File: config.mk
export PLATFORM = sky130hd
export DESIGN_NAME = exec_pipe
export DESIGN_NICKNAME = d
export VERILOG_FILES = /design/src/hdl/core_pkg.sv /design/src/hdl/exec_pipe.sv /design/src/hdl/exec_unit.sv /design/src/hdl/stage_reg.sv /design/src/hdl/reg_file.sv /design/src/hdl/inst_decoder.sv
export SDC_FILE = /design/constraint.sdc
export NUM_CORES = 2
export LEC_CHECK = 0
export ABC_CLOCK_PERIOD_IN_PS = 6000
export BUFFER_PORTS_ARGS = -buffer_cell sky130_fd_sc_hd__buf_4
export CAP_MARGIN = 20
export CORE_ASPECT_RATIO = 1.1
export CORE_MARGIN = 5
export CORE_UTILIZATION = 44
export CTS_BUF_LIST = sky130_fd_sc_hd__clkbuf_8 sky130_fd_sc_hd__clkbuf_16
export DETAILED_ROUTE_END_ITERATION = 8
export HOLD_SLACK_MARGIN = 0.08
export PLACE_DENSITY = 0.56
export SLEW_MARGIN = 20
export SYNTH_ARGS = -nofsm -noshare
export SYNTH_HDL_FRONTEND = slang
export SYNTH_SLANG_ARGS = --single-unit
export TNS_END_PERCENT = 20
File: constraint.sdc
create_clock -name clock -period 6 [get_ports clock]
set_input_delay 0.6 -clock clock [delete_from_list [all_inputs] [get_ports clock]]
set_output_delay 0.6 -clock clock [all_outputs]
set_load 0.01 [all_outputs]
File: src/hdl/core_pkg.sv
`default_nettype none

package core_pkg;

  // major opcodes handled by this slice
  localparam logic [6:0] OPC_OP     = 7'b0110011;
  localparam logic [6:0] OPC_OP_IMM = 7'b0010011;
  localparam logic [6:0] OPC_LUI    = 7'b0110111;
  localparam logic [6:0] OPC_AUIPC  = 7'b0010111;

  typedef enum logic [3:0] {
    ALU_ADD,
    ALU_SUB,
    ALU_SLL,
    ALU_SLT,
    ALU_SLTU,
    ALU_XOR,
    ALU_SRL,
    ALU_SRA,
    ALU_OR,
    ALU_AND,
    ALU_PASS_B
  } alu_op_e;

  // operand a source
  typedef enum logic [1:0] {
    SRC_A_RS1,
    SRC_A_PC,
    SRC_A_ZERO
  } src_a_e;

  typedef struct packed {
    logic        valid;
    logic        illegal;
    logic        wena;
    alu_op_e     alu_op;
    src_a_e      src_a;
    logic        use_imm;
    logic [4:0]  rs1_addr;
    logic [4:0]  rs2_addr;
    logic [4:0]  rd;
    logic [31:0] rs1_data;
    logic [31:0] rs2_data;
    logic [31:0] imm;
    logic [31:0] pc;
  } id_ex_t;

  typedef struct packed {
    logic        valid;
    logic        illegal;
    logic        wena;
    logic [4:0]  rd;
    logic [31:0] result;
    logic [31:0] pc;
  } ex_wb_t;

endpackage

`default_nettype wire
File: src/hdl/exec_pipe.sv
`default_nettype none

module exec_pipe (
  input  logic        clock,
  input  logic        reset,
  input  logic        inst_valid_i,
  output logic        inst_ready_o,
  input  logic [31:0] inst_i,
  input  logic [31:0] pc_i,
  output logic        wb_valid_o,
  input  logic        wb_ready_i,
  output logic        wb_illegal_o,
  output logic        wb_wena_o,
  output logic [4:0]  wb_rd_o,
  output logic [31:0] wb_result_o,
  output logic [31:0] wb_pc_o
);

  import core_pkg::*;

  logic [4:0]  rs1_addr;
  logic [4:0]  rs2_addr;
  logic [31:0] rs1_data;
  logic [31:0] rs2_data;
  logic        rf_we;
  id_ex_t      decoded;
  id_ex_t      id_ex_d;
  id_ex_t      id_ex_q;
  ex_wb_t      ex_wb_d;
  ex_wb_t      ex_wb_q;

  // whole pipeline advances or stalls together
  assign inst_ready_o = wb_ready_i;

  inst_decoder u_decoder (
    .inst_i     (inst_i),
    .pc_i       (pc_i),
    .rs1_data_i (rs1_data),
    .rs2_data_i (rs2_data),
    .rs1_addr_o (rs1_addr),
    .rs2_addr_o (rs2_addr),
    .decoded_o  (decoded)
  );

  reg_file u_reg_file (
    .clock      (clock),
    .reset      (reset),
    .rs1_addr_i (rs1_addr),
    .rs2_addr_i (rs2_addr),
    .rs1_data_o (rs1_data),
    .rs2_data_o (rs2_data),
    .we_i       (rf_we),
    .rd_i       (ex_wb_q.rd),
    .wdata_i    (ex_wb_q.result)
  );

  // bubble when no instruction is offered
  always_comb begin
    id_ex_d       = decoded;
    id_ex_d.valid = inst_valid_i;
  end

  stage_reg #(.payload_t(id_ex_t)) id_ex_reg (
    .clock  (clock),
    .reset  (reset),
    .load_i (wb_ready_i),
    .d_i    (id_ex_d),
    .q_o    (id_ex_q)
  );

  exec_unit u_exec_unit (
    .id_ex_i (id_ex_q),
    .ex_wb_i (ex_wb_q),
    .ex_wb_o (ex_wb_d)
  );

  stage_reg #(.payload_t(ex_wb_t)) ex_wb_reg (
    .clock  (clock),
    .reset  (reset),
    .load_i (wb_ready_i),
    .d_i    (ex_wb_d),
    .q_o    (ex_wb_q)
  );

  // write at the retiring edge only
  assign rf_we = ex_wb_q.valid && ex_wb_q.wena && wb_ready_i;

  assign wb_valid_o   = ex_wb_q.valid;
  assign wb_illegal_o = ex_wb_q.illegal;
  assign wb_wena_o    = ex_wb_q.wena;
  assign wb_rd_o      = ex_wb_q.rd;
  assign wb_result_o  = ex_wb_q.result;
  assign wb_pc_o      = ex_wb_q.pc;

endmodule

`default_nettype wire

File: src/hdl/exec_unit.sv
`default_nettype none

module exec_unit (
  input  core_pkg::id_ex_t id_ex_i,
  input  core_pkg::ex_wb_t ex_wb_i,
  output core_pkg::ex_wb_t ex_wb_o
);

  import core_pkg::*;

  logic        wb_hit;
  logic        fwd_rs1;
  logic        fwd_rs2;
  logic [31:0] rs1_val;
  logic [31:0] rs2_val;
  logic [31:0] op_a;
  logic [31:0] op_b;
  logic [4:0]  shamt;
  logic [31:0] alu_result;

  // older instruction in writeback that writes a real register
  assign wb_hit  = ex_wb_i.valid && ex_wb_i.wena && ex_wb_i.rd != 5'd0;
  assign fwd_rs1 = wb_hit && ex_wb_i.rd == id_ex_i.rs1_addr;
  assign fwd_rs2 = wb_hit && ex_wb_i.rd == id_ex_i.rs2_addr;

  assign rs1_val = fwd_rs1 ? ex_wb_i.result : id_ex_i.rs1_data;
  assign rs2_val = fwd_rs2 ? ex_wb_i.result : id_ex_i.rs2_data;

  always_comb begin
    case (id_ex_i.src_a)
      SRC_A_PC:   op_a = id_ex_i.pc;
      SRC_A_ZERO: op_a = '0;
      default:    op_a = rs1_val;
    endcase
  end

  assign op_b  = id_ex_i.use_imm ? id_ex_i.imm : rs2_val;
  assign shamt = op_b[4:0];

  always_comb begin
    case (id_ex_i.alu_op)
      ALU_ADD:    alu_result = op_a + op_b;
      ALU_SUB:    alu_result = op_a - op_b;
      ALU_SLL:    alu_result = op_a << shamt;
      ALU_SLT:    alu_result = {31'b0, $signed(op_a) < $signed(op_b)};
      ALU_SLTU:   alu_result = {31'b0, op_a < op_b};
      ALU_XOR:    alu_result = op_a ^ op_b;
      ALU_SRL:    alu_result = op_a >> shamt;
      ALU_SRA:    alu_result = $unsigned($signed(op_a) >>> shamt);
      ALU_OR:     alu_result = op_a | op_b;
      ALU_AND:    alu_result = op_a & op_b;
      ALU_PASS_B: alu_result = op_b;
      default:    alu_result = '0;
    endcase
  end

  always_comb begin
    ex_wb_o.valid   = id_ex_i.valid;
    ex_wb_o.illegal = id_ex_i.illegal;
    ex_wb_o.wena    = id_ex_i.wena;
    ex_wb_o.rd      = id_ex_i.rd;
    ex_wb_o.pc      = id_ex_i.pc;
    ex_wb_o.result  = id_ex_i.illegal ? 32'b0 : alu_result;
  end

endmodule

`default_nettype wire

File: src/hdl/stage_reg.sv
`default_nettype none

module stage_reg #(
  parameter type payload_t = logic [31:0]
) (
  input  logic     clock,
  input  logic     reset,
  input  logic     load_i,
  input  payload_t d_i,
  output payload_t q_o
);

  // empty payload after reset, held while load is low
  always_ff @(posedge clock) begin
    if (reset) begin
      q_o <= '0;
    end else if (load_i) begin
      q_o <= d_i;
    end
  end

endmodule

`default_nettype wire

File: src/hdl/reg_file.sv
`default_nettype none

module reg_file (
  input  logic        clock,
  input  logic        reset,
  input  logic [4:0]  rs1_addr_i,
  input  logic [4:0]  rs2_addr_i,
  output logic [31:0] rs1_data_o,
  output logic [31:0] rs2_data_o,
  input  logic        we_i,
  input  logic [4:0]  rd_i,
  input  logic [31:0] wdata_i
);

  // x0 has no storage
  logic [31:0] regs [1:31];

  function automatic logic [31:0] read_reg(input logic [4:0] addr);
    logic [31:0] data;
    if (addr == 5'd0) begin
      data = '0;
    end else if (we_i && rd_i == addr) begin
      // write-through for the retiring instruction
      data = wdata_i;
    end else begin
      data = regs[addr];
    end
    return data;
  endfunction

  always_comb begin
    rs1_data_o = read_reg(rs1_addr_i);
    rs2_data_o = read_reg(rs2_addr_i);
  end

  always_ff @(posedge clock) begin
    if (reset) begin
      for (int i = 1; i < 32; i++) begin
        regs[i] <= '0;
      end
    end else if (we_i && rd_i != 5'd0) begin
      regs[rd_i] <= wdata_i;
    end
  end

endmodule

`default_nettype wire

File: src/hdl/inst_decoder.sv
`default_nettype none

module inst_decoder (
  input  logic [31:0]      inst_i,
  input  logic [31:0]      pc_i,
  input  logic [31:0]      rs1_data_i,
  input  logic [31:0]      rs2_data_i,
  output logic [4:0]       rs1_addr_o,
  output logic [4:0]       rs2_addr_o,
  output core_pkg::id_ex_t decoded_o
);

  import core_pkg::*;

  logic [6:0]  opcode;
  logic [2:0]  funct3;
  logic [6:0]  funct7;
  logic [31:0] imm_i_type;
  logic [31:0] imm_u_type;

  // alt selects sub / sra where funct3 alone is ambiguous
  function automatic alu_op_e alu_from_funct3(input logic [2:0] f3, input logic alt);
    alu_op_e op;
    case (f3)
      3'b000:  op = alt ? ALU_SUB : ALU_ADD;
      3'b001:  op = ALU_SLL;
      3'b010:  op = ALU_SLT;
      3'b011:  op = ALU_SLTU;
      3'b100:  op = ALU_XOR;
      3'b101:  op = alt ? ALU_SRA : ALU_SRL;
      3'b110:  op = ALU_OR;
      default: op = ALU_AND;
    endcase
    return op;
  endfunction

  assign opcode = inst_i[6:0];
  assign funct3 = inst_i[14:12];
  assign funct7 = inst_i[31:25];

  assign rs1_addr_o = inst_i[19:15];
  assign rs2_addr_o = inst_i[24:20];

  assign imm_i_type = {{20{inst_i[31]}}, inst_i[31:20]};
  assign imm_u_type = {inst_i[31:12], 12'b0};

  always_comb begin
    decoded_o          = '0;
    decoded_o.valid    = 1'b1;
    decoded_o.rs1_addr = rs1_addr_o;
    decoded_o.rs2_addr = rs2_addr_o;
    decoded_o.rd       = inst_i[11:7];
    decoded_o.rs1_data = rs1_data_i;
    decoded_o.rs2_data = rs2_data_i;
    decoded_o.pc       = pc_i;
    decoded_o.src_a    = SRC_A_RS1;
    decoded_o.alu_op   = ALU_ADD;

    case (opcode)
      OPC_OP: begin
        decoded_o.alu_op = alu_from_funct3(funct3, funct7[5]);
        if (funct7 == 7'b0000000) begin
          decoded_o.wena = 1'b1;
        end else if (funct7 == 7'b0100000 && (funct3 == 3'b000 || funct3 == 3'b101)) begin
          decoded_o.wena = 1'b1;
        end else begin
          decoded_o.illegal = 1'b1;
        end
      end
      OPC_OP_IMM: begin
        // no subi, so bit 30 only matters for the right shift
        decoded_o.alu_op  = alu_from_funct3(funct3, funct3 == 3'b101 && funct7[5]);
        decoded_o.use_imm = 1'b1;
        decoded_o.imm     = imm_i_type;
        decoded_o.wena    = 1'b1;
      end
      OPC_LUI: begin
        decoded_o.alu_op  = ALU_PASS_B;
        decoded_o.src_a   = SRC_A_ZERO;
        decoded_o.use_imm = 1'b1;
        decoded_o.imm     = imm_u_type;
        decoded_o.wena    = 1'b1;
      end
      OPC_AUIPC: begin
        decoded_o.src_a   = SRC_A_PC;
        decoded_o.use_imm = 1'b1;
        decoded_o.imm     = imm_u_type;
        decoded_o.wena    = 1'b1;
      end
      default: begin
        decoded_o.illegal = 1'b1;
      end
    endcase
  end

endmodule

`default_nettype wire

==> impl_results.md <==
- Outcome: finished, final reports clean
- Predominant post-synthesis flop cell: edfxtp_1
- Met3 usage: under 10%
- Worst setup margin: 306.7 ps
- Initial antenna violation count: 26
- CP Max Fanout: 14
- Critical Path Max Stage Delay: ~640 ps
- Total grt overflow: 0
- Worst R2R Path Depth: 18
- Worst path cell trace: or3_1 > o311a_1 > nand2_2 > buf_4 > mux2i_1 > o21ai_0 > ha_1 > a21oi_1 > o21ai_0 > a221oi_1 > nor2_1 > a2111oi_1 > buf_4 > o21bai_1 > a211o_1 > o31ai_1 > mux2i_1 > o31a_1
- Max Root-Sink Buffers: 3
- Synth warn: 0
- Cell taking the most area after synthesis: edfxtp_1
- Area delta synth->final: 12.25%
- Sequential area share after synthesis: a little under half
- RSZ-0062 raised after global routing: no
- GR Util All Layers: a little over a third
- Slew HR: ~17%
- Async S/R FF share, synth: 0%
- Maximum vdd drop: between 200 and 250 uV
- Setup TNS: 0 ps
- Max Cap Viol: 0
- Period utilization: 94.89%
- Number of global-route vias before repair: approximately 60000
- DRT iter0 DRCs: between 7000 and 8000
- Critical Path AT: roughly 6400 ps
- Main area contributors after synthesis: edfxtp_1 (41%), mux4_2 (8.4%), mux2i_1 (8.0%)
- Routed via count: approximately 60000
- Min-delay worst type: in -> reg
- Worst Hold Path Cells: 3
- Final #Nets: between 6000 and 7000
- Busiest grt layer: met2
- Clk_lat worst skew: slightly above 800 ps
- Postcts setup bufs: 0
- Met2 usage in global routing: between 50% and 60%
- Startpoint types: flip-flop
- Worst path slowest cell: a2111oi_1
- Vias per Instance: 6.565
- Pwr dens: between 200 and 300 nW/um^2
- Post-synth top cells: edfxtp_1 (1024), and2_1 (875), mux2i_1 (601), clkbuf_1 (524), nor2_1 (515)
- Critical path depth: 18
- Num ports: ~140
- WS Path Type: reg -> reg
- IO Port Bufs: between 100 and 150
- Wire per inst: about 36 um
- Placed inst area: 78890 um^2
- Global-route wire length before repair: roughly 450 mm
- CTS Buf Count: approximately 150
- DRT Wirelength: between 300 and 400 mm
- Leak pwr: 31.46 nW
- Layout cell share with drive strength beyond 1: a little under a fifth
- Final Setup Violations: 0
- Critical Path RT: 6720 ps
- CTS tree: yes
- Synthesized area per cell: approximately 11 um^2
- H-tree levels: 4
- Final slew viol count: 0
- CP Capture Type: flip-flop
- #FFs+latches synth: 1249
- Largest net degree at the start of global routing: 75
- Synth cell types: 99
- Buffer and inverter count on the worst path: 2
- Die X: ~400 um
- Die area: approximately 180000 um^2
- Synth Cell Area: approximately 75000 um^2
- DRT antenna net count: 0
- CTS root buffer: clkbuf_16
- GPL Wtd Cong: 1.003
- Final Cell Area: 83960 um^2
- Initial Utilization: between 40% and 50%
- Total power draw: ~23 mW
- Residual DRC: 0
- Synth Instances: 6762
- Row count: between 150 and 200
- CTS clk-pin slew, worst paths: about 70 ps
- Pre-CTS WS: 81.81 ps
- Final core occ: between 40 and 50%
- Setup Skew: around 48 ps
- Total core area: between 150000 and 200000 um^2
- Top-area cell type share of the netlist area: 41.11%
- Clk sinks: around 1200
- Post-synth EDFFs: 1024
- Hold Fails Final Rpt: 0
- Post-DP HPWL: between 200 and 250 mm
- Top delay family on crit path: compound AO/OA/AOI/OAI gates
- Die H: around 440 um
- GR Util met1: 45.52%
- DR pass1 iterations: 6
- Crit path time final: between 5000 and 6000 ps
- Worst slew pin tran: roughly 1200 ps
- Fmax: around 180 MHz
- Count leader, synth: edfxtp_1
-- report_power, final --
group | switching [mW] | internal (mW)
Clock | 3.85 | 5.08
Sequential | 0.246 | 9.68
Combinational | 2.54 | 1.28
-- timing repair --
action                                 4_1_cts  5_1_grt
endpoints found under the hold margin       40        0
setup endpoints to repair                    0        2
resized for setup                            0        2
hold buffers                                39        0
-- placed cells by master, fill, tap and decap left out, types with 17 or more instances in the layout --
cell type and count:
a2bb2oi_1 32, or2_2 39, nor2b_1 17, inv_1 130, mux4_2 278, o21ai_0 300
ha_1 104, a221oi_1 153, clkbuf_16 145, inv_2 18, o21ai_1 20, clkinv_2 22
mux2i_1 601, nor3_1 183, o22ai_1 19, a21oi_1 395, dfxtp_1 209, buf_4 430
nor2_1 480, buf_12 19, nand2_1 278, o211ai_2 18, a211oi_1 35, dlygate4sd3_1 39
o211ai_1 134, conb_1 32, nand4_1 43, edfxtp_1 1024, nor2_2 32, nand3_1 49
mux2_2 145, a31oi_1 23, a22oi_1 146, and2_1 874, a21o_1 21
-- area by class of cell --
cell class                      instances  area (um^2)
Clock inverter                        113        974.7
Timing Repair Buffer                  497         4114
Fill cell                           15194        84860
Inverter                              107        410.4
Clock buffer                          150         3697
Sequential cell                      1249        35270
Multi-Input combinational cell       4746        36680
Tap cell                             2240         2803
Antenna cell                            4        10.01
-- cell families (layout without fill, tap and decap cells) --
family	count (synthesis)	count (layout)	synth area share (%)
XOR/XNOR	33	33	0.3964
AND/OR/NAND/NOR	2070	2070	14.33
buffers and inverters	798	867	4.269
AO/OA/AOI/OAI	1473	1473	13.28
flip-flops	1249	1249	47.13
multiplexers	1031	1031	18.77
adder cells (fa/ha/maj)	107	107	1.810
other	1	36	0.005013
-- metrics by stage --
step / hold WS (ps) / instances
2_1_floorplan: 436.0 / 6793
3_3_place_gp: 448.9 / 8799
3_5_place_dp: 457.2 / 8800
4_1_cts: 89.95 / 9102
5_1_grt: 120.1 / 9102
6_report: 138.1 / 9106
-- routing by layer --
| layer | share of wire (%) | vias up |
|---|---|---|
| met5 | 0.041 | - |
| li1 | - | 25245 |
| met2 | 45 | 3386 |
| met3 | 9.7 | 789 |
| met4 | 6.6 | 22 |
| met1 | 38 | 30338 |
-- worst min-delay path, delay by kind of cell --
kind            cells  cell delay (ps)
compound gates      1               60
simple gates        1               80
buf+inv             1              140
-- sequential cells by signal, summed over array words and instances, names as in the netlist --
register         flops
u_reg_file.regs   1024
ex_wb_reg.q_o       72
id_ex_reg.q_o      153
-- final timing paths --
kind | start | slack, ps | endpoint
hold / removal | inst_i[25] | 140 | id_ex_reg.q_o[37]
hold reg to reg | id_ex_reg.q_o[63] | 470 | id_ex_reg.q_o[63]
setup reg to reg | ex_wb_reg.q_o[68] | 310 | ex_wb_reg.q_o[62]
setup / recovery | ex_wb_reg.q_o[68] | 310 | ex_wb_reg.q_o[62]
Power figures use the tool's default switching activity.
